### src/verilog/soc_pkg.sv
package soc_pkg;

    // ====================
    // Bus and pin types
    // ====================

    typedef logic [31:0] addr_t;
    typedef logic [31:0] data_t;
    typedef logic [3:0]  byte_sel_t;

    localparam int GPIO_PINS = 8;
    localparam int PWM_PIN   = 7;

    typedef logic [GPIO_PINS-1:0] gpio_t;

    // Load/store width in RISC-V funct3 encoding
    typedef enum logic [2:0] {
        MEM_B  = 3'b000,
        MEM_H  = 3'b001,
        MEM_W  = 3'b010,
        MEM_BU = 3'b100,
        MEM_HU = 3'b101
    } mem_op_e;

    // ====================
    // Address map
    // ====================

    localparam int    DMEM_WORDS = 1024;
    localparam int    DMEM_AW    = $clog2(DMEM_WORDS) + 2;
    localparam addr_t DMEM_BASE  = 32'h0000_0000;
    localparam addr_t GPIO_BASE  = 32'h2000_0000;
    localparam addr_t PWM_BASE   = 32'h2000_0100;

    // 16-byte register windows
    localparam int REG_AW = 4;
    typedef logic [REG_AW-1:0] reg_ofs_t;

    localparam reg_ofs_t GPIO_OUT_OFS   = 4'h0;
    localparam reg_ofs_t GPIO_OE_OFS    = 4'h4;
    localparam reg_ofs_t GPIO_IN_OFS    = 4'h8;
    localparam reg_ofs_t GPIO_SEL_OFS   = 4'hC;

    localparam reg_ofs_t PWM_PERIOD_OFS = 4'h0;
    localparam reg_ofs_t PWM_DUTY_OFS   = 4'h4;
    localparam reg_ofs_t PWM_CTRL_OFS   = 4'h8;
    localparam reg_ofs_t PWM_COUNT_OFS  = 4'hC;

endpackage : soc_pkg

### src/verilog/pwm_timer.sv
`timescale 1ns/1ps

module pwm_timer (
    input  logic           clk,
    input  logic           reset_n,
    input  logic           stb_i,
    input  logic           we_i,
    input  soc_pkg::addr_t adr_i,
    input  soc_pkg::data_t dat_i,
    output soc_pkg::data_t dat_o,
    output logic           ack_o,
    output logic           pwm_o
);
    import soc_pkg::*;

    typedef logic [15:0] cnt_t;

    cnt_t     period_q;
    cnt_t     duty_q;
    cnt_t     count_q;
    logic     en_q;
    reg_ofs_t ofs;
    logic     access;
    logic     wr;
    logic     wrap;

    assign ofs    = adr_i[REG_AW-1:0];
    assign access = stb_i & ~ack_o;
    assign wr     = access & we_i;

    // Last count of the period in 17 bits so period 0 holds at 0
    assign wrap = ({1'b0, count_q} + 17'd1) >= {1'b0, period_q};

    // ====================
    // Registers and counter
    // ====================

    always_ff @(posedge clk or negedge reset_n) begin
        if (!reset_n) begin
            period_q <= '0;
            duty_q   <= '0;
            en_q     <= 1'b0;
            count_q  <= '0;
            ack_o    <= 1'b0;
        end else begin
            ack_o <= access;
            if (wr) begin
                case (ofs)
                    PWM_PERIOD_OFS: period_q <= dat_i[15:0];
                    PWM_DUTY_OFS:   duty_q   <= dat_i[15:0];
                    PWM_CTRL_OFS:   en_q     <= dat_i[0];
                    default: ;
                endcase
            end
            if (!en_q || wrap) begin
                count_q <= '0;
            end else begin
                count_q <= count_q + 16'd1;
            end
        end
    end

    always_ff @(posedge clk) begin
        if (access) begin
            case (ofs)
                PWM_PERIOD_OFS: dat_o <= data_t'(period_q);
                PWM_DUTY_OFS:   dat_o <= data_t'(duty_q);
                PWM_CTRL_OFS:   dat_o <= data_t'(en_q);
                default:        dat_o <= data_t'(count_q);
            endcase
        end
    end

    assign pwm_o = en_q & (count_q < duty_q);

endmodule : pwm_timer

### config.mk
export PLATFORM = sky130hd
export DESIGN_NAME = pwm_timer
export DESIGN_NICKNAME = d
export VERILOG_FILES = /design/src/verilog/soc_pkg.sv /design/src/verilog/pwm_timer.sv
export SDC_FILE = /design/constraint.sdc
export NUM_CORES = 1
export LEC_CHECK = 0
export ABC_AREA = 1
export BUFFER_PORTS_ARGS = -buffer_cell sky130_fd_sc_hd__clkbuf_2
export CAP_MARGIN = 15
export CORE_ASPECT_RATIO = 0.9
export CORE_MARGIN = 2
export CORE_UTILIZATION = 55
export CTS_BUF_LIST = sky130_fd_sc_hd__clkbuf_2
export CTS_CLUSTER_SIZE = 12
export DETAILED_ROUTE_END_ITERATION = 16
export PLACE_DENSITY = 0.83
export SYNTH_ARGS = -nofsm -noshare
export SYNTH_HDL_FRONTEND = slang
export SYNTH_SLANG_ARGS = --single-unit
### constraint.sdc
create_clock -name clk -period 3.51 [get_ports clk]
set_input_delay 0.1755 -clock clk [delete_from_list [all_inputs] [get_ports clk]]
set_output_delay 0.1755 -clock clk [all_outputs]
set_load 0.1 [all_outputs]
; After elaboration in Yosys (flattened, before gate mapping)
; Cells that the tools add are included.
[totals]
regBits = 82
in_bits = 68
out_inout_bits = 34
elab_cells = 24
[op_classes]
add_sub_neg = 2
order_cmp = 2
eq_ne = 2
n_mux = 2
bitwise = 4
n_reduce_logical = 6
[ops]
columns = op, n
row1 = 16-bit case mux with 3 select lines, 1
row2 = "16-bit by 1-bit adder with 17-bit output, second input constant", 1
row3 = 17-bit by 16-bit greater-or-equal comparator with 1-bit output, 1
row4 = "16-bit by 1-bit adder with 16-bit output, second input constant", 1
row5 = 16-bit less-than comparator, 1
row6 = 16-bit 2-to-1 mux, 1
row7 = 2-bit AND reduction, 3
row8 = "4-bit by 3-bit == test with 1-bit output, second input constant", 1
row9 = "4-bit == test, second input constant", 1
row10 = 4-bit zero test, 1
row11 = 1-bit bitwise AND, 3
row12 = 1-bit zero test, 1
row13 = 1-bit logical OR, 1
row14 = 1-bit inverter, 1

; Depth between registers and ports, before layout
[depth]
ltp_word = 4
depth_mapped = 21
mapped_depth_nobuf = 20

; Least setup slack after synthesis
; No wires, ideal clock.
[synth_path]
kind = flip-flop to output port
start = register count_q[13]
end = output port pwm_o
t_arrival_ns = 2.373
required_time_ns = 3.334
path_slack_ns = 0.962
stages_incl_launch_ff = 9
n_path_buf = 0
path_cell_list = dfrtp_1 -> ha_1 -> nand2_1 -> inv_1 -> o21ai_0 -> nand2_1 -> a21oi_1 -> nand2_1 -> nor2_1
[synth_via]
elab_chain_cells = 2
[synth_lines]
columns = item, line
row1 = "start, declared", pwm_timer.sv:20  ; cnt_t count_q;
row2 = "start signal, assigned", pwm_timer.sv:58  ; count_q <= count_q + 16'd1;
row3 = 16-bit less-than comparator, pwm_timer.sv:74  ; assign pwm_o = en_q & (count_q < duty_q);
row4 = 1-bit bitwise AND, pwm_timer.sv:74
row5 = "end, declared", pwm_timer.sv:12  ; output logic pwm_o
; No other way between the ends.

; Worst setup path after layout
[layout_path]
start = register count_q[0]
end = register count_q[9]
[layout_via]
elab_chain_cells = 4
word_cells_on_any_way = 5
cone_classes = add/sub: 2 / order compare: 1 / mux: 1 / reduce/logical: 1
[layout_lines]
columns = item, line
row1 = 16-bit by 1-bit adder with 17-bit output, pwm_timer.sv:32  ; assign wrap = ({1'b0, count_q} + 17'd1) >= {1'b0, period_q};
row2 = 17-bit by 16-bit greater-or-equal comparator with 1-bit output, pwm_timer.sv:32
row3 = 1-bit logical OR, pwm_timer.sv:55  ; if (!en_q || wrap) begin
row4 = 16-bit 2-to-1 mux (*), pwm_timer.sv:55
; Every way passes the cells marked *; elsewhere a longest branch is shown, timed or not.
; A chain may end at the register's enable or synchronous reset.

==> impl_metrics.toml <==
[power]
clock_power_share_pct = 28.6
p_comb_share_pct = 26.4
switching_power_uw = 728.9
p_int_uw = 1322
switching_share_pct = 35.55
power_frac_seq_pct = 45.0
ir_worst_vdd_uv = 342.9
power_density_nw_per_um2 = 469.3
leakagePower_uw = 0.002300

[sta]
setup_viol = 0
final_max_slew_viol_count = 0
clock_skew_ns = 0.01673
tns_ns = 0
worst_pin_slew_ns = 1.089
period_needed_ns = 2.838
max_freq_ghz = 0.3524
finalCritPeriodShare_pct = 80.85
slew_headroom_pct = 27.20
rsz0062_at_grt = "false"
finalHoldViolations = 0

[run_status]
status = "finished, final reports clean"

[routing]
wl_per_cell_um = 13.32
wl_met2_um = 3772
postRouteAntennaNets = 0
drt_iter0_drc = 122
dr.pass1.iters = 4
num_vias = 3089
remaining_drc_errors = 0
wl_met1_um = 3598
dr_wl_met3_um = 506
drt_wl_total_um = 7979
top_layer = "met4"
drt-vias-per-instance = 5.157

[final_layout]
layout-area-overhead-vs-synth_pct = 15.67
final_cell_mix = "nand2_1 (84), inv_1 (74), clkbuf_2 (51)"
fin_nets = 604
layout_commonest_cell = "nand2_1"
final_layout_size_suffix_gt1_share_pct = 14.54
diodes = 0
fin_util_pct = 65.99

[die]
rows = 28
die_h_um = 82.62
boundaryPins = 102
core-area_sq_um = 6621
initial_core_util_pct = 57.05
die_w_um = 91.36
dieArea_sq_um = 7548

[global_routing]
grt_pass1_wl_um = 13380
track_usage_pct = 23.06
antenna_found_initial = 0
grt_pass1_vias = 2986
grt_start_max_net_pins = 36
grt-ovfl-total = 0

[worst_setup_path]
startpoint_type = "flop"
ff2ff_setup_slack_ns = 0.67
worst_r2r_path_depth = 16
crit_arrival_ns = 3.31
crit_type = "flop to flop"
r2r-start = "count_q[0]$_DFF_PN0_"
crit_fanout = 16
cp-end-kind = "flop"
crit_required_ns = 3.98
r2r-end = "count_q[9]$_DFF_PN0_"

[cts]
numCtsBuffers = 9
cts_resized = 0
cts.sinks = 66
cts_tree = "built"
cts_hold_buf = 19
insertion_delay_ns = 0.53
clk_pin_slew_ns = 0.17
clockBufferDepth = 2
cts_root_buf = "clkbuf_2"
htree_levels = 3
cts_setup_buffers = 0

[hold_path]
min_to = "en_q$_DFFE_PN0P_"
worstHoldStart = "adr_i[3]"
holdPathStages = 5
holdCritPathClass = "input port to flop"

[placed_design]
dpl.hpwl_um = 5784
place.gp.congestion = 0.8614
portBuffers = 41

[logic_synthesis]
syn_area_per_cell_sq_um = 8.604
syn_inst = 439
yosysUniqueCellTypes = 34
yosys_warnings = 0
ys.flop_type = "dfrtp_1"
ys_ff_latch = 66
async_flop_share_pct = 75.76
synth_area_sq_um = 3777
ys_seq_area_share_pct = 45.84
synth_edf_count = 16

[run]
cap_violations = 0
-- worst max-delay path by stage --
stage	from	to	cells after the start
2_1_floorplan	count_q[13]$_DFF_PN0_	pwm_o	8
3_3_place_gp	count_q[0]$_DFF_PN0_	count_q[3]$_DFF_PN0_	16
3_5_place_dp	count_q[0]$_DFF_PN0_	count_q[9]$_DFF_PN0_	16
4_1_cts	count_q[0]$_DFF_PN0_	count_q[9]$_DFF_PN0_	16
5_1_grt	count_q[0]$_DFF_PN0_	count_q[12]$_DFF_PN0_	16
6_report	count_q[0]$_DFF_PN0_	count_q[9]$_DFF_PN0_	16
-- cells in the mapped netlist, drive strengths merged, types with 2 or more instances --
library cell	number	area, sq um
a21oi	29	145.1
dfrtp	50	1251
nand3	8	50.05
nand4	5	31.28
ha	32	400.4
xor2	8	70.07
nand2	85	326.6
buf	19	141.4
clkbuf	7	26.28
inv	75	281.5
o221ai	15	131.4
nor3	6	40.04
o21bai	2	15.01
edfxtp	16	480.5
nor2	48	195.2
o21ai	25	125.1
-- critical path, cell delays in order (launching register included) --
cell,delay (ns)
dfrtp_1,0.48
ha_1,0.24
nand2_1,0.08
nor2_2,0.13
nand3_2,0.12
nor2_4,0.15
nand4_1,0.18
xor2_1,0.22
inv_1,0.07
ha_1,0.29
a21oi_1,0.13
o21ai_0,0.11
a21boi_0,0.16
nand2_1,0.08
nand2_1,0.09
nand2_4,0.13
nor2_1,0.13
-- routing by layer --
| layer | vias to the layer above | global-route usage (%) |
|---|---|---|
| met4 | 0 | 8.788 |
| li1 | 1532 | - |
| met3 | 12 | 6.171 |
| met1 | 1463 | 28.74 |
| met5 | - | 0 |
| met2 | 82 | 39.11 |
-- registers in the layout, summed over array words and instances (netlist names) --
register	cells
en_q	1
count_q	16
dat_o	16
duty_q	16
period_q	16
ack_o	1
-- per-stage QoR --
stage / power [uW] / worst slack, ns / instances / hold slack (ns) / instance area, sq um
final: 2051 / 0.6722 / 599 / 0.08885 / 4369
after global routing: 2151 / 0.3356 / 599 / 0.08517 / 4369
after CTS: 2063 / 0.6457 / 599 / 0.06254 / 4369
after detailed placement: 1463 / 0.7214 / 564 / 0.3541 / 4024
after global placement: 1439 / 0.7586 / 564 / 0.3302 / 4024
after floorplan: 1358 / 0.9619 / 454 / -0.1201 / 3834
-- kinds of logic (layout without fill, tap and decap cells) --
group                    count (synthesis)  count (layout)  synth area share, %
AND/OR/NAND/NOR                        156             156                17.85
buffers and inverters                  101             156                11.89
AO/OA/AOI/OAI                           75              75                11.86
flip-flops                              66              66                45.84
adder cells (fa/ha/maj)                 32              32                10.60
XOR/XNOR                                 8               8                1.855
other                                    1              16              0.09928
-- final cells by class --
type / count / area (sq um)
inverters: 75 / 281.5
flip-flops and latches: 66 / 1732
multi-input cells: 287 / 1655
clock buffers: 10 / 50.05
fillers: 530 / 2252
repair buffers: 65 / 432.9
clock inverters: 6 / 105.1
well taps: 90 / 112.6
-- power groups by stage --
stage | clock [uW] | combinational, uW | sequential, uW
3_3_place_gp | 0 | 506 | 933
6_report | 586 | 542 | 923
4_1_cts | 595 | 545 | 923
2_1_floorplan | 0 | 331 | 1030
3_5_place_dp | 0 | 524 | 939
5_1_grt | 623 | 595 | 933
Power figures use the tool's default switching activity.
