File: config.mk
export PLATFORM = sky130hd
export DESIGN_NAME = bus_master
export DESIGN_NICKNAME = d
export VERILOG_FILES = /design/src/verilog/soc_pkg.sv /design/src/verilog/bus_master.sv
export SDC_FILE = /design/constraint.sdc
export NUM_CORES = 1
export LEC_CHECK = 0
export ABC_AREA = 1
export BUFFER_PORTS_ARGS = -buffer_cell sky130_fd_sc_hd__buf_2
export CAP_MARGIN = 20
export CELL_PAD_IN_SITES_DETAIL_PLACEMENT = 0
export CELL_PAD_IN_SITES_GLOBAL_PLACEMENT = 1
export CORE_MARGIN = 1.5
export CORE_UTILIZATION = 35
export CTS_BUF_LIST = sky130_fd_sc_hd__clkbuf_4
export DETAILED_ROUTE_END_ITERATION = 8
export PLACE_DENSITY = 0.76
export SLEW_MARGIN = 10
export SYNTH_ARGS = -nofsm -noshare
export SYNTH_HDL_FRONTEND = slang
export SYNTH_SLANG_ARGS = --single-unit
export TNS_END_PERCENT = 30
File: constraint.sdc
create_clock -name clk -period 9.4 [get_ports clk]
set_input_delay 0.94 -clock clk [delete_from_list [all_inputs] [get_ports clk]]
set_output_delay 0.94 -clock clk [all_outputs]
set_load 0.01 [all_outputs]
File: src/verilog/soc_pkg.sv
package soc_pkg;

    // ====================
    // Bus and pin types
    // ====================

    typedef logic [31:0] addr_t;
    typedef logic [31:0] data_t;
    typedef logic [3:0]  byte_sel_t;

    localparam int GPIO_PINS = 8;
    localparam int PWM_PIN   = 7;

    typedef logic [GPIO_PINS-1:0] gpio_t;

    // Load/store width in RISC-V funct3 encoding
    typedef enum logic [2:0] {
        MEM_B  = 3'b000,
        MEM_H  = 3'b001,
        MEM_W  = 3'b010,
        MEM_BU = 3'b100,
        MEM_HU = 3'b101
    } mem_op_e;

    // ====================
    // Address map
    // ====================

    localparam int    DMEM_WORDS = 1024;
    localparam int    DMEM_AW    = $clog2(DMEM_WORDS) + 2;
    localparam addr_t DMEM_BASE  = 32'h0000_0000;
    localparam addr_t GPIO_BASE  = 32'h2000_0000;
    localparam addr_t PWM_BASE   = 32'h2000_0100;

    // 16-byte register windows
    localparam int REG_AW = 4;
    typedef logic [REG_AW-1:0] reg_ofs_t;

    localparam reg_ofs_t GPIO_OUT_OFS   = 4'h0;
    localparam reg_ofs_t GPIO_OE_OFS    = 4'h4;
    localparam reg_ofs_t GPIO_IN_OFS    = 4'h8;
    localparam reg_ofs_t GPIO_SEL_OFS   = 4'hC;

    localparam reg_ofs_t PWM_PERIOD_OFS = 4'h0;
    localparam reg_ofs_t PWM_DUTY_OFS   = 4'h4;
    localparam reg_ofs_t PWM_CTRL_OFS   = 4'h8;
    localparam reg_ofs_t PWM_COUNT_OFS  = 4'hC;

endpackage : soc_pkg

File: src/verilog/bus_master.sv
`timescale 1ns/1ps

module bus_master (
    input  logic               clk,
    input  logic               reset_n,

    // Processor request
    input  logic               req_valid_i,
    output logic               req_ready_o,
    input  soc_pkg::addr_t     req_addr_i,
    input  soc_pkg::data_t     req_wdata_i,
    input  logic               req_write_i,
    input  soc_pkg::mem_op_e   req_op_i,

    // Processor response
    output logic               resp_valid_o,
    input  logic               resp_ready_i,
    output soc_pkg::data_t     resp_rdata_o,
    output logic               resp_err_o,

    // Bus side
    output soc_pkg::addr_t     wb_adr_o,
    output soc_pkg::data_t     wb_dat_o,
    output soc_pkg::byte_sel_t wb_sel_o,
    output logic               wb_we_o,
    output logic               wb_cyc_o,
    output logic               wb_stb_o,
    input  soc_pkg::data_t     wb_dat_i,
    input  logic               wb_ack_i,
    input  logic               wb_err_i
);
    import soc_pkg::*;

    typedef enum logic [1:0] {
        ST_IDLE,
        ST_BUS,
        ST_RESP
    } state_e;

    state_e    state;
    logic      cyc_q;
    mem_op_e   op_q;
    logic      misaligned;
    byte_sel_t sel_next;
    data_t     wdata_next;
    data_t     lane;
    data_t     load_data;

    assign req_ready_o = (state == ST_IDLE);
    assign wb_cyc_o    = cyc_q;
    assign wb_stb_o    = cyc_q;

    // Alignment check and lane steering for the incoming request
    always_comb begin
        misaligned = 1'b0;
        sel_next   = 4'b1111;
        wdata_next = req_wdata_i;
        case (req_op_i)
            MEM_B, MEM_BU: begin
                sel_next   = 4'b0001 << req_addr_i[1:0];
                wdata_next = {4{req_wdata_i[7:0]}};
            end
            MEM_H, MEM_HU: begin
                misaligned = req_addr_i[0];
                sel_next   = 4'b0011 << {req_addr_i[1], 1'b0};
                wdata_next = {2{req_wdata_i[15:0]}};
            end
            default: misaligned = |req_addr_i[1:0];
        endcase
    end

    // Pick the addressed lane and extend it
    always_comb begin
        lane = wb_dat_i >> {wb_adr_o[1:0], 3'b000};
        case (op_q)
            MEM_B:   load_data = {{24{lane[7]}}, lane[7:0]};
            MEM_BU:  load_data = {24'b0, lane[7:0]};
            MEM_H:   load_data = {{16{lane[15]}}, lane[15:0]};
            MEM_HU:  load_data = {16'b0, lane[15:0]};
            default: load_data = lane;
        endcase
    end

    // ====================
    // Cycle control
    // ====================

    always_ff @(posedge clk or negedge reset_n) begin
        if (!reset_n) begin
            state        <= ST_IDLE;
            cyc_q        <= 1'b0;
            resp_valid_o <= 1'b0;
        end else begin
            case (state)
                ST_IDLE: begin
                    if (req_valid_i) begin
                        if (misaligned) begin
                            resp_valid_o <= 1'b1;
                            state        <= ST_RESP;
                        end else begin
                            cyc_q <= 1'b1;
                            state <= ST_BUS;
                        end
                    end
                end
                ST_BUS: begin
                    if (wb_ack_i) begin
                        cyc_q        <= 1'b0;
                        resp_valid_o <= 1'b1;
                        state        <= ST_RESP;
                    end
                end
                default: begin
                    // Response held until taken
                    if (resp_ready_i) begin
                        resp_valid_o <= 1'b0;
                        state        <= ST_IDLE;
                    end
                end
            endcase
        end
    end

    // Request and response payload
    always_ff @(posedge clk) begin
        if (state == ST_IDLE && req_valid_i) begin
            wb_adr_o <= req_addr_i;
            wb_dat_o <= wdata_next;
            wb_sel_o <= sel_next;
            wb_we_o  <= req_write_i;
            op_q     <= req_op_i;
            if (misaligned) begin
                resp_rdata_o <= '0;
                resp_err_o   <= 1'b1;
            end
        end
        if (state == ST_BUS && wb_ack_i) begin
            resp_rdata_o <= (wb_we_o || wb_err_i) ? '0 : load_data;
            resp_err_o   <= wb_err_i;
        end
    end

endmodule : bus_master

; ---- Word-level counts from Yosys, hierarchy flattened
; Index checks and enable logic that the tools add are counted.
[totals]
output_inout_bits = 106
in_bits = 106
elab_cells = 65
reg_bits = 109
[classes]
shifts = 3
mux = 24
n_eq_ne = 11
n_reduce_logical = 17
[op_table]
columns = cell, n
row1 = 32-bit 2-to-1 mux, 4
row2 = 32-bit case mux with 4 select lines, 1
row3 = 32-bit case mux with 2 select lines, 1
row4 = 32-bit by 5-bit >> shifter with 32-bit output, 1
row5 = "3-bit == test, second input constant", 4
row6 = 1-bit 2-to-1 mux, 9
row7 = 2-bit 2-to-1 mux, 4
row8 = 4-bit case mux with 2 select lines, 1
row9 = 4-bit AND reduction, 2
row10 = "3-bit by 1-bit == test with 1-bit output, second input constant", 2
row11 = 3-bit zero test, 2
row12 = "2-bit inequality test, second input constant", 3
row13 = 1-bit case mux with 2 select lines, 3
row14 = 2-bit nonzero test, 3
row15 = 2-bit OR reduction, 3
row16 = 2-bit case mux with 2 select lines, 1
row17 = "1-bit by 2-bit left shift with 4-bit output, first input constant", 1
row18 = "2-bit by 2-bit left shift with 4-bit output, first input constant", 1
row19 = 3-bit AND reduction, 1
row20 = 3-bit nonzero test, 1
row21 = "2-bit by 1-bit == test with 1-bit output, second input constant", 1
row22 = 1-bit logical AND, 2
row23 = 2-bit zero test, 1
row24 = "2-bit by 1-bit inequality test with 1-bit output, second input constant", 1
row25 = 2 further kinds, 2

; ---- Logic depth before layout (Yosys ltp)
[logic_depth]
word_depth = 6
depth_mapped = 10
depth_no_buf = 7

; ---- Worst setup path before layout
; OpenSTA, ideal clock, no wires.
[synth_timing]
path_kind = input -> register
from = in req_valid_i
to = reg op_q[0] (enable)
setup_ns = 0.502
cell_stages = 2
path_buffers = 0
required_ns = 8.898
setup_slack_ns = 4.921
arrival_ns = 3.976
path_cell_list = inv_1 nor2_1
[synth_between]
elab_chain_cells = 1
[synth_lines]
columns = element, line
row1 = from (decl), bus_master.sv:8  ; input logic req_valid_i,
row2 = 1-bit logical AND, bus_master.sv:126  ; if (state == ST_IDLE && req_valid_i) begin
row3 = to (signal assigned), bus_master.sv:131  ; op_q <= req_op_i;
row4 = to (decl), bus_master.sv:42  ; mem_op_e op_q;
; Every way passes these cells.
; A chain may end at the register's enable or synchronous reset.

; ---- Final worst setup path
[layout_timing]
from = reg wb_adr_o[0]
to = out wb_adr_o[0]
[layout_lines]
columns = element, line
row1 = from (decl), bus_master.sv:22  ; output soc_pkg::addr_t wb_adr_o,
row2 = from (signal assigned), bus_master.sv:127  ; wb_adr_o <= req_addr_i;
; No word-level cell between the ends.

==> results.cfg <==
[clock_tree]
clock_path_buffers = 2
tritoncts_clock_tree = done
cts_num_sinks = 109
cts_resized = 0
clkLatencyLatePin_ns = 0.49
clockRootBuffer = clkbuf_4
h_tree_depth = 3
cts_hold_repair.buffers = 0
cts.repair_timing.setup_buffer_count = 0
cts_inserted_buffers = 9
worst_setup_hold_path_clk_slew_ns = 0.18

[placed_design]
place.port_buffers = 211
finalWeightedCongestion = 0.807
detailedPlacementHpwl_mm = 9.25
dpl-instance-area_sq_mm = 0.00595
place_ws_ns = 6.43

[route]
postRouteAntennaNets = 0
drt-vias-per-instance = 4.67
drt_pre_antenna_iters = 5
number_of_drc_violations_after_detailed_routing_iteration_0 = 259
num_vias = 3852
drcViolationCount = 0
drt_wl_total_mm = 12.4
wire_per_inst_microns = 15.1

[timing]
clock.fmax_ghz = 0.379
post-route-period-util = 0.281
fin_crit_ns = 2.64
tightestPinTransition_ns = 0.857
final_max_slew_viol_count = 0
fin_setup_tns_ns = 0
finalClockSkew_ns = 0.0255
setup_ws_ns = 6.76
timing_hold_violations_final = 0
rsz0062_at_grt = no
setup-violations-final = 0
slew-limit-headroom = 0.429

[outcome]
outcome = complete, no violations

[flow_run]
max_cap_violations = 0

[cells_and_area]
finish.instance_area_sq_mm = 0.00614
fraction_of_layout_cells_with_a_size_suffix_above_1 = 0.392
nets = 749
fill_cells = 1287
areaGrowthSynthToFinish_pct = 27.8

[worst_setup_path]
crit_fanout = 26
timing.critical_path.slowest_cell_delay_ns = 0.94
critPathRequiredTime_ns = 8.46
timing.critical_path.buf_inv = 1
timing.critical_path.slowest_stage_cell = edfxtp_1
critPathCaptureType = primary output
critPathTopFamily = flip-flops
critical_path.startpoint_type = flop
critical_path.cell_chain = buf_2
crit_arrival_ns = 1.70
timing_worst_setup_path_type = flop to primary output

[synthesis]
syn_avg_cell_area_sq_um = 10.9
proportion_of_synthesized_chip_area_in_sequential_cells = 0.677
synth.area.top_cells = edfxtp_1 66%, nand2_1 13%, nand3_1 4.6%
synthDominantAreaCellType = edfxtp_1
synth.top_cell.area_share = 0.656
syn-cell-area_sq_mm = 0.00480
synth_cell_type_count = 23
yosys_register_bits = 109
count_of_mapped_cells_out_of_synthesis = 440
synth.yosys.warnings = 0
synth_fp_nets = 546

[grt]
first_pass_grt_wire_length_mm = 19.1
grt.met2_usage = 0.293
grtUsageTotal = 0.174
grt_max_degree = 55
grt.met3_usage = 0.0637
globalRoute.busiestLayer = met2
grt_remaining_overflow = 0
via_count_of_the_first_global_routing_pass = 3855
met1_usage = 0.201
antenna_found_initial = 1

[die]
io_pins = 212
total_die_area_sq_mm = 0.0144
floorplan.rows = 42
chipWidth_microns = 120
die_y_microns = 120
initial_core_util = 0.361
coreArea_sq_mm = 0.0133

[pwr]
p_per_area_mw_per_mm2 = 233
irDropWorstVdd_mv = 0.0944
power_leakage_uw = 0.00297

[min_path]
holdCritPathClass = input port to async pin
cell usage after synthesis (all sizes together):
cell type    n
nand2      166
inv         37
clkbuf       4
a21oi        9
buf         17
dfrtp        4
nand3       59
o21ai       17
nor3         1
o211ai       2
edfxtp     105
nor2        19
cell type report:
class                           count  area (sq um)  area share
Antenna cell                        1          2.50    0.000408
Timing Repair Buffer              213          1070       0.174
Clock buffer                        9          67.6      0.0110
Inverter                           37           141      0.0230
Multi-Input combinational cell    273          1270       0.207
Tap cell                          176           220      0.0359
Sequential cell                   109          3250       0.530
Clock inverter                      7           114      0.0185
where the power goes:
group	switching, uW	internal [uW]
Sequential	43.2	692
Clock	170	114
Combinational	273	138
Total	487	944
worst register-to-register path: cells and delay by family (launching register included):
kind	cells	cell delay, ns
buf+inv	2	0.39
flops	1	0.94
simple gates	5	0.84
path summary, 6_finish.rpt:
kind	depth (start not counted)	to	slack, ns	startpoint
worst max-delay path	1	wb_adr_o[0]	6.76	wb_adr_o[0]
worst min-delay path	1	state[1]	0.22	reset_n
worst max register to register	7	resp_rdata_o[19]	7.01	wb_adr_o[0]
worst min register to register	2	resp_valid_o	0.53	resp_valid_o
max in group asynchronous	1	resp_valid_o	9.04	reset_n
min in group clk	2	resp_valid_o	0.53	resp_valid_o
per-layer routing:
layer | part of all wire | vias up
li1 | - | 1878
met1 | 0.40 | 1766
met2 | 0.48 | 189
met3 | 0.11 | 19
met4 | 0.018 | 0
met5 | 0 | -
cell families after synthesis:
kind of cell | share of synthesized area
compound gates | 0.0302
simple gates | 0.232
buf+inv | 0.0602
flops | 0.677
flip-flops by register name, summed over array words and instances (netlist names):
register,flops
resp_valid_o,1
wb_cyc_o,1
resp_rdata_o,32
wb_dat_o,32
wb_sel_o,4
resp_err_o,1
wb_adr_o,32
op_q,3
state,2
wb_we_o,1
cells in the final DEF, fill, tap and decap left out:
master     netlist  routed
diode_2          0       1
nor2_4           1       2
nor3_4           1       1
dfrtp_1          4       4
clkinv_4         0       1
a21oi_1          9       9
clkbuf_4         0       9
buf_2            6     211
nor2_1          18      17
clkinv_8         0       1
o211ai_1         2       2
inv_1           33      33
nand2_4          1       1
nand3_4          2       2
inv_6            0       2
nand3_1         44      44
nand2_1        163     163
nand3_2         13      13
edfxtp_1       105     105
nand2_2          2       2
bufinv_16        0       2
o21ai_0         17      17
buf_4            4       2
inv_2            3       3
inv_4            1       1
inv_8            0       1
per-stage QoR:
step                      std cells  hold WS, ns  utilization  total power, uW
final                           825        0.217        0.462             1430
after global routing            824        0.178        0.462             1520
after CTS                       824        0.183        0.462             1450
after detailed placement        808        0.498        0.448             1170
after global placement          808        0.480        0.448             1160
after floorplan                 440        0.505            -              990
No activity file was read; power rests on OpenSTA's default activity.
