==> src/verilog/soc_pkg.sv <==
package soc_pkg;

    // ====================
    // Bus and pin types
    // ====================

    typedef logic [31:0] addr_t;
    typedef logic [31:0] data_t;
    typedef logic [3:0]  byte_sel_t;

    localparam int GPIO_PINS = 8;
    localparam int PWM_PIN   = 7;

    typedef logic [GPIO_PINS-1:0] gpio_t;

    // Load/store width in RISC-V funct3 encoding
    typedef enum logic [2:0] {
        MEM_B  = 3'b000,
        MEM_H  = 3'b001,
        MEM_W  = 3'b010,
        MEM_BU = 3'b100,
        MEM_HU = 3'b101
    } mem_op_e;

    // ====================
    // Address map
    // ====================

    localparam int    DMEM_WORDS = 1024;
    localparam int    DMEM_AW    = $clog2(DMEM_WORDS) + 2;
    localparam addr_t DMEM_BASE  = 32'h0000_0000;
    localparam addr_t GPIO_BASE  = 32'h2000_0000;
    localparam addr_t PWM_BASE   = 32'h2000_0100;

    // 16-byte register windows
    localparam int REG_AW = 4;
    typedef logic [REG_AW-1:0] reg_ofs_t;

    localparam reg_ofs_t GPIO_OUT_OFS   = 4'h0;
    localparam reg_ofs_t GPIO_OE_OFS    = 4'h4;
    localparam reg_ofs_t GPIO_IN_OFS    = 4'h8;
    localparam reg_ofs_t GPIO_SEL_OFS   = 4'hC;

    localparam reg_ofs_t PWM_PERIOD_OFS = 4'h0;
    localparam reg_ofs_t PWM_DUTY_OFS   = 4'h4;
    localparam reg_ofs_t PWM_CTRL_OFS   = 4'h8;
    localparam reg_ofs_t PWM_COUNT_OFS  = 4'hC;

endpackage : soc_pkg

==> src/verilog/gpio_ctrl.sv <==
`timescale 1ns/1ps

module gpio_ctrl (
    input  logic               clk,
    input  logic               reset_n,
    input  logic               stb_i,
    input  logic               we_i,
    input  soc_pkg::addr_t     adr_i,
    input  soc_pkg::byte_sel_t sel_i,
    input  soc_pkg::data_t     dat_i,
    output soc_pkg::data_t     dat_o,
    output logic               ack_o,

    // Shared pad source
    input  logic               pwm_i,

    // Pads
    input  soc_pkg::gpio_t     gpio_i,
    output soc_pkg::gpio_t     gpio_o,
    output soc_pkg::gpio_t     gpio_en_o
);
    import soc_pkg::*;

    gpio_t    out_q;
    gpio_t    oe_q;
    logic     pwm_sel_q;
    gpio_t    sync_q1;
    gpio_t    sync_q2;
    gpio_t    in_q;
    reg_ofs_t ofs;
    logic     access;
    logic     wr;

    assign ofs    = adr_i[REG_AW-1:0];
    assign access = stb_i & ~ack_o;
    // Registers live in byte lane 0
    assign wr     = access & we_i & sel_i[0];

    // ====================
    // Registers
    // ====================

    always_ff @(posedge clk or negedge reset_n) begin
        if (!reset_n) begin
            out_q     <= '0;
            oe_q      <= '0;
            pwm_sel_q <= 1'b0;
            sync_q1   <= '0;
            sync_q2   <= '0;
            in_q      <= '0;
            ack_o     <= 1'b0;
        end else begin
            sync_q1 <= gpio_i;
            sync_q2 <= sync_q1;
            in_q    <= sync_q2;
            ack_o   <= access;
            if (wr) begin
                case (ofs)
                    GPIO_OUT_OFS: out_q     <= dat_i[GPIO_PINS-1:0];
                    GPIO_OE_OFS:  oe_q      <= dat_i[GPIO_PINS-1:0];
                    GPIO_SEL_OFS: pwm_sel_q <= dat_i[0];
                    default: ;
                endcase
            end
        end
    end

    always_ff @(posedge clk) begin
        if (access) begin
            case (ofs)
                GPIO_OUT_OFS: dat_o <= data_t'(out_q);
                GPIO_OE_OFS:  dat_o <= data_t'(oe_q);
                GPIO_IN_OFS:  dat_o <= data_t'(in_q);
                GPIO_SEL_OFS: dat_o <= data_t'(pwm_sel_q);
                default:      dat_o <= '0;
            endcase
        end
    end

    // PWM can take over one pad
    always_comb begin
        gpio_o    = out_q;
        gpio_en_o = oe_q;
        if (pwm_sel_q) begin
            gpio_o[PWM_PIN]    = pwm_i;
            gpio_en_o[PWM_PIN] = 1'b1;
        end
    end

endmodule : gpio_ctrl

==> config.mk <==
export PLATFORM = sky130hd
export DESIGN_NAME = gpio_ctrl
export DESIGN_NICKNAME = d
export VERILOG_FILES = /design/src/verilog/soc_pkg.sv /design/src/verilog/gpio_ctrl.sv
export SDC_FILE = /design/constraint.sdc
export NUM_CORES = 1
export LEC_CHECK = 0
export BUFFER_PORTS_ARGS = -buffer_cell sky130_fd_sc_hd__buf_2
export CAP_MARGIN = 25
export CORE_ASPECT_RATIO = 1.2
export CORE_MARGIN = 8
export CORE_UTILIZATION = 46
export DETAILED_ROUTE_END_ITERATION = 12
export HOLD_SLACK_MARGIN = 0.06
export PLACE_DENSITY = 0.85
export SYNTH_ARGS = -nofsm -noshare
export SYNTH_HDL_FRONTEND = slang
export SYNTH_SLANG_ARGS = --single-unit
==> constraint.sdc <==
create_clock -name clk -period 2.9 [get_ports clk]
set_input_delay 0.87 -clock clk [delete_from_list [all_inputs] [get_ports clk]]
set_output_delay 0.87 -clock clk [all_outputs]
set_load 0.005 [all_outputs]
After elaboration in Yosys (flattened, before gate mapping)
Cells that the tools add are included.
{"block": "totals", "ff_bits": 74, "inputBits": 81, "out_inout_bits": 49, "wordCells": 22}
{"block": "classes", "n_eq_ne": 3, "mux": 3, "bitwise": 4, "n_reduce_logical": 4}
{"operator": "$pmux W8 S4", "count": 1}
{"operator": "$eq A4 B4 Y1 const B", "count": 2}
{"operator": "$reduce_and A2 Y1", "count": 3}
{"operator": "$eq A4 B3 Y1 const B", "count": 1}
{"operator": "$logic_not A4 Y1", "count": 1}
{"operator": "$and A1 B1 Y1", "count": 3}
{"operator": "$mux W1", "count": 2}
{"operator": "$not A1 Y1", "count": 1}

Logic depth before layout (Yosys ltp)
Gate-level depths: netlist (run 1).
{"block": "logic_depth", "ltp_word": 5, "mapped_depth": 4, "ltp_nobuf": 3}

Worst setup path before layout (run 1)
Ideal clock, no wire load.
{"block": "synth_timing", "path_kind": "input-to-reg", "start": "in adr_i[1]", "end": "reg out_q[0]", "setup_time_ns": 0.125, "t_arrival_ns": 2.027, "setup_slack_ns": 0.747, "stages": 4, "path_buffers": 1, "path_cell_list": "or2_1 -> or4_1 -> buf_6 -> mux2_4"}
{"block": "synth_between", "elab_chain_len": 2}
{"item": "start, declared", "line": "gpio_ctrl.sv:8", "source": "input soc_pkg::addr_t adr_i,"}
{"item": "$logic_not A4 Y1", "line": "gpio_ctrl.sv:58", "source": "case (ofs)"}
{"item": "$reduce_and A2 Y1 (no source line)"}
{"item": "end signal, assigned", "line": "gpio_ctrl.sv:59", "source": "GPIO_OUT_OFS: out_q <= dat_i[GPIO_PINS-1:0];"}
{"item": "end, declared", "line": "gpio_ctrl.sv:24", "source": "gpio_t out_q;"}
Every way passes these cells.
A chain may end at the register's enable or synchronous reset.

Worst setup path in the final report (run 1)
{"block": "layout_timing", "start": "in adr_i[1]", "end": "reg out_q[2]"}
Same word-level chain as after synthesis.

==> results.tsv, run 1 <==
stage	metric	value	unit
status	status	complete, no violations	
worst_setup_path	Critical Path AT	2400	ps
worst_setup_path	crit path max fanout	8	
global_routing	all-layer global routing usage	11.4	%
final_layout	net count of the finished layout	272	
power	Seq pwr share	56.6	%
logic_synthesis	Syn Area/Cell	14.1	sq um
final_layout	Sequential Area	1290	sq um
clock_tree	postcts setup bufs	0	
final_layout	Finished Cell Area	2340	sq um
worst_setup_path	CP Launch Type	input port	
clock_tree	CTS clk-pin slew, worst paths	90	ps
power	NetSw	306	uW
global_routing	grt total ovfl	0	
logic_synthesis	Distinct cells, synth	21	
floorplan	die height	90.4	um
hold_path	Hold WC Path Type	reg -> reg	
final_layout	area delta synth->final	10.3	%
clock_tree	Longest Clk Path Bufs	2	
logic_synthesis	post-synth top area cell	dfrtp_1	
sta	highest clock rate	0.451	GHz
worst_setup_path	Worst Path Required	3080	ps
logic_synthesis	synthesized instance count	151	
sta	Pins Over Slew Limit	0	
power	Internal	1.09	mW
power	switching share of power	21.9	%
global_routing	vias in the first global route	1311	
clock_tree	cts hold-fix bufs	0	
detailed_routing	Remaining DRCs	0	
logic_synthesis	Seq/Total Area, Yosys	60.8	%
detailed_routing	Initial DRC Count	77	
worst_setup_path	Cell Chain, Critical Path	buf_2, or2_1, or4_1, mux2_4	
detailed_routing	DR WL/cell	15.0	um
worst_setup_path	Levels on crit path	4	
clock_tree	clock root cell	clkbuf_8	
sta	Final setup viols	0	
logic_synthesis	warnings from Yosys	0	
worst_setup_path	Top delay family on crit path	simple AND/OR/NAND/NOR gates	
final_layout	Inserted Diodes	0	
floorplan	Total Die Area	7050	sq um
sta	fin crit share	76.4	%
clock_tree	htree depth	2	
floorplan	core region area	4530	sq um
clock_tree	clock sinks	50	
hold_path	Hold Path Depth	0	
placement	Setup WS pre-CTS	351	ps
placement	gpl congestion	0.754	
power	Max VDD drop	0.301	mV
logic_synthesis	synthesized area	2120	sq um
detailed_routing	TritonRoute pass-1 iters	4	
detailed_routing	vias per cell	4.48	
sta	Worst slew margin	41.8	%
sta	skew final	8.07	ps
clock_tree	CTS tree	done	
global_routing	first-pass GRT wire length	6.38	mm
clock_tree	Resize count post-CTS	0	
worst_setup_path	CP max-delay cell	or4_1	
detailed_routing	Post-Route WL	3.75	mm
worst_setup_path	kind of end point of the critical path	flip-flop	
worst_setup_path	worst setup path category	in -> reg	
sta	post-route minimum period	2220	ps
floorplan	die width	78.0	um
worst_setup_path	buffers and inverters on the worst path	1	
power	Pwr per Cell Area	595	nW/um^2
detailed_routing	via count	1119	
final_layout	fillcell total	409	
detailed_routing	number of nets with antenna violations after routing	0	
placement	IO buf count	50	
power	Lkg Pwr	1.19	nW
power	clock network power share	32.8	%
clock_tree	CTS Buf Count	5	
logic_synthesis	post-synth top area share	49.5	%
placement	placed instance area	2230	sq um
sta	worst-margin pin slew	874	ps
floorplan	Starting Density	46.9	%
global_routing	initial antenna violation count	0	
sta	TNS Setup	0	ps
logic_synthesis	#FFs+latches synth	50	
clock_tree	clk_lat worst skew	300	ps
final_layout	share of cells above drive strength 1	45.3	%
floorplan	# IOs	130	
worst_setup_path	Worst R2R Path Depth	3	
sta	post-route setup slack	683	ps
logic_synthesis	Area contributors post-synth	dfrtp_1, buf_4, edfxtp_1	
worst_setup_path	Worst path max stage delay	780	ps
power	Combinational Power Share	10.7	%
final_layout	Multi-input gate area	598	sq um
placement	hpwl dp	2.81	mm
sta	final hold vios	0	
sta	RSZ-0062 raised after global routing	false	
floorplan	Rows	27	
global_routing	largest net degree at the start of global routing	43	
run	maxcap violations	0	
kinds of logic after synthesis:
kind of cell / share of synthesized area [%]
other: 0.177
buffers and inverters: 15.1
muxes: 15.3
and+or+nand+nor: 6.95
DFF: 60.8
AOI/OAI and AO/OA: 1.65
metrics by stage:
step	hold WS, ps	std cells	util [%]	power [mW]
3_3_place_gp	332	242	49.3	0.947
3_5_place_dp	335	242	49.3	0.955
5_1_grt	356	250	51.7	1.47
2_1_floorplan	331	174	-	0.926
6_report	343	250	51.7	1.39
4_1_cts	348	250	51.7	1.41
placed cells by master, fill, tap and decap left out, drive strengths merged:
cell type / synthesis / layout
a21oi: 7 / 7
inv: 1 / 1
or4: 1 / 1
nor4: 1 / 1
conb: 1 / 24
or2: 9 / 9
mux2i: 7 / 7
buf: 41 / 52
nor2b: 3 / 3
nand2: 8 / 8
dfrtp: 42 / 42
mux2: 18 / 18
edfxtp: 8 / 8
nor3: 1 / 1
mux4: 1 / 1
nand4b: 1 / 1
clkbuf: 1 / 8
final cells by class:
cell class | count | share of cell area (%)
Tap cell | 58 | 3.10
Sequential cell | 50 | 55.1
Inverter | 1 | 0.160
Timing Repair Buffer | 52 | 11.3
Multi-Input combinational cell | 81 | 25.5
Clock buffer | 8 | 4.75
metal layers:
metal  global-route usage (%)  part of all wire [%]  up-vias
met2                     17.5                    49       52
met4                     5.57                   1.7        0
met3                     4.68                   7.4        5
li1                         -                     -      520
met5                        0                     0        -
met1                     13.4                    42      542
worst register-to-register path, cell delays in order (launching register included):
cell and delay (ps):
dfrtp_1 380, nand4b_1 280, or4_1 770, mux2_4 400
final timing paths:
kind	startpoint	endpoint	slack (ps)
min in group asynchronous	reset_n	in_q[5]	680
max reg2reg	ack_o	out_q[2]	950
max in group asynchronous	reset_n	pwm_sel_q	1670
min	sync_q2[4]	in_q[4]	340
min reg2reg	sync_q2[4]	in_q[4]	340
max	adr_i[1]	out_q[2]	680
power by group through the flow:
stage	clock network [mW]	logic (mW)	registers [mW]
final	0.456	0.149	0.788
after floorplan	0	0.130	0.796
after CTS	0.471	0.153	0.788
after detailed placement	0	0.152	0.803
after global placement	0	0.148	0.799
after global routing	0.508	0.168	0.794
sequential cells by signal (all words and copies together), names as in the netlist:
name and cells:
sync_q2 8, oe_q 8, sync_q1 8, pwm_sel_q 1
in_q 8, ack_o 1, out_q 8, dat_o 8
cells in the mapped netlist:
master,instances
a21oi_1,7
mux2i_1,7
edfxtp_1,8
mux2_4,8
nand4b_1,1
or4_1,1
buf_4,38
mux4_2,1
or2_1,1
conb_1,1
nand2_1,8
buf_6,2
clkbuf_1,1
buf_2,1
nor3_1,1
nor2b_1,3
nor4_4,1
or2_2,8
mux2_2,10
dfrtp_1,42
inv_1,1
Note: power is estimated with default switching activity, not from simulation.
==> run 2, diff against run 1 <==
--- a/config.mk
+++ b/config.mk
@@ -9,10 +9,10 @@
 export CAP_MARGIN = 25
 export CORE_ASPECT_RATIO = 1.2
 export CORE_MARGIN = 8
-export CORE_UTILIZATION = 46
+export CORE_UTILIZATION = 38
 export DETAILED_ROUTE_END_ITERATION = 12
 export HOLD_SLACK_MARGIN = 0.06
-export PLACE_DENSITY = 0.85
+export PLACE_DENSITY = 0.75
 export SYNTH_ARGS = -nofsm -noshare
 export SYNTH_HDL_FRONTEND = slang
 export SYNTH_SLANG_ARGS = --single-unit
==> constraint.sdc (replaced) <==
create_clock -name clk -period 2 [get_ports clk]
set_input_delay 0.6 -clock clk [delete_from_list [all_inputs] [get_ports clk]]
set_output_delay 0.6 -clock clk [all_outputs]
set_load 0.005 [all_outputs]
==> results.tsv, run 2 (synthesis gave the netlist of run 1 again) <==
stage	metric	value	unit	change
clock_tree	CTS Buf Count	5		unchanged
floorplan	Starting Density	38.5	%	-8.4 points
global_routing	largest net degree at the start of global routing	43		unchanged
global_routing	vias in the first global route	1272		-3.0%
sta	TNS Setup	0	ps	unchanged
clock_tree	clk_lat worst skew	300	ps	about the same
worst_setup_path	Critical Path AT	1160	ps	-1240 ps
floorplan	# IOs	130		unchanged
sta	hold_ws	340	ps	-3.34 ps
detailed_routing	DR WL/cell	14.2	um	-5.0%
placement	hpwl dp	2.97	mm	+5.7%
sta	skew final	6.99	ps	-1.08 ps
detailed_routing	Initial DRC Count	55		-29%
placement	IO buf count	50		unchanged
sta	post-route setup slack	238	ps	-445 ps
sta	Pins Over Slew Limit	0		unchanged
clock_tree	CTS clk-pin slew, worst paths	100	ps	about the same
power	Max VDD drop	0.338	mV	+12%
clock_tree	cts hold-fix bufs	0		unchanged
worst_setup_path	CP Launch Point	pwm_sel_q		
power	Lkg Pwr	1.22	nW	+3.1%
sta	Final setup viols	0		unchanged
detailed_routing	number of nets with antenna violations after routing	0		unchanged
clock_tree	postcts setup bufs	0		unchanged
detailed_routing	Post-Route WL	3.78	mm	+0.72%
worst_setup_path	Worst Path Required	1400	ps	-1680 ps
clock_tree	clock root cell	clkbuf_8		
final_layout	Inserted Diodes	0		unchanged
detailed_routing	vias per cell	4.39		-1.9%
floorplan	die width	84.2	um	+8.0%
final_layout	share of cells above drive strength 1	48.3	%	+2.9 points
placement	gpl congestion	0.764		+1.4%
sta	post-route minimum period	1760	ps	
clock_tree	Longest Clk Path Bufs	2		unchanged
sta	fin crit share	88.1	%	
worst_setup_path	worst setup path category	reg -> out		
clock_tree	CTS tree	done		
worst_setup_path	kind of end point of the critical path	primary output		
final_layout	commonest non-fill, non-tap cell in the layout	buf_2		
final_layout	area delta synth->final	13.2	%	
global_routing	first-pass GRT wire length	5.92	mm	-7.2%
floorplan	Total Die Area	8250	sq um	+17%
clock_tree	Resize count post-CTS	0		unchanged
power	Pwr per Cell Area	823	nW/um^2	+38%
placement	Setup WS pre-CTS	-69.4	ps	-421 ps
floorplan	Rows	30		+11%
global_routing	initial antenna violation count	0		unchanged
worst_setup_path	CP Launch Type	flip-flop		
status	status	complete, no violations		
sta	Worst slew margin	65.6	%	+24 points
sta	RSZ-0062 raised after global routing	false		
floorplan	core region area	5520	sq um	+22%
hold_path	Hold WC Path Type	in -> async		
clock_tree	htree depth	2		unchanged
clock_tree	clock sinks	50		unchanged
floorplan	die height	97.9	um	+8.2%
final_layout	most frequent cells in the layout	buf_2, dfrtp_1, conb_1, buf_4, mux2_2		
worst_setup_path	FF-to-FF Start	ack_o		
global_routing	all-layer global routing usage	9.14	%	-2.3 points
global_routing	grt total ovfl	0		unchanged
power	Tot Pwr	1.98	mW	+42%
run	maxcap violations	0		unchanged
detailed_routing	via count	1164		+4.0%
worst_setup_path	flop2flop setup slack	340	ps	-610 ps
sta	worst-margin pin slew	516	ps	-358 ps
detailed_routing	TritonRoute pass-1 iters	3		-1
sta	final hold vios	0		unchanged
worst_setup_path	crit path max fanout	4		-4
detailed_routing	Remaining DRCs	0		unchanged
final_layout	net count of the finished layout	281		+3.3%
sta	highest clock rate	0.568	GHz	
-- run 2: cell count changes in the layout (fill, tap and decap cells not counted) --
cell and delta:
clkbuf_8 -1, inv_8 +1, clkinv_4 +1, inv_6 +1
buf_4 +9, clkbuf_1 -1, clkbuf_16 -1
-- run 2: layout make-up --
cell class	instances	area, sq um
multi-input combinational	81	598
tap	64	80.1
sequential	50	1290
fill	522	3110
clock buffer	5	68.8
inverter	1	3.75
timing repair buffer	61	333
clock inverter	3	28.8
-- run 2: worst max-delay path: stages, from the launching register on --
cell and delay (ps):
dfrtp_1 390, mux2_2 340, buf_2 120
-- run 2: path summary, 6_finish.rpt --
kind	to	depth (start not counted)
max	gpio_o[7]	2
min	ack_o	2
max reg2reg	out_q[6]	4
min reg2reg	in_q[0]	0
max in group asynchronous	sync_q2[6]	2
min in group clk	in_q[0]	0
-- run 2: through the flow --
step           area [sq um]  cells  utilization [%]
6_report               2400    265             43.6
5_1_grt                2400    265             43.6
4_1_cts                2400    265             43.6
3_5_place_dp           2310    257             41.8
3_3_place_gp           2310    257             41.8
2_1_floorplan          2210    174                -
-- run 2: per-layer routing --
metal,global-route usage [%],share of wire [%]
met1,9.83,41
met3,4.25,8.9
met5,0,0
met4,5.19,2.2
met2,14.4,48
-- run 2: power by group --
group,leakage [nW],total [mW],internal (mW),switching [mW]
clock,0.0506,0.611,0.262,0.350
sequential,0.601,1.14,1.10,0.0371
combinational,0.571,0.226,0.122,0.104
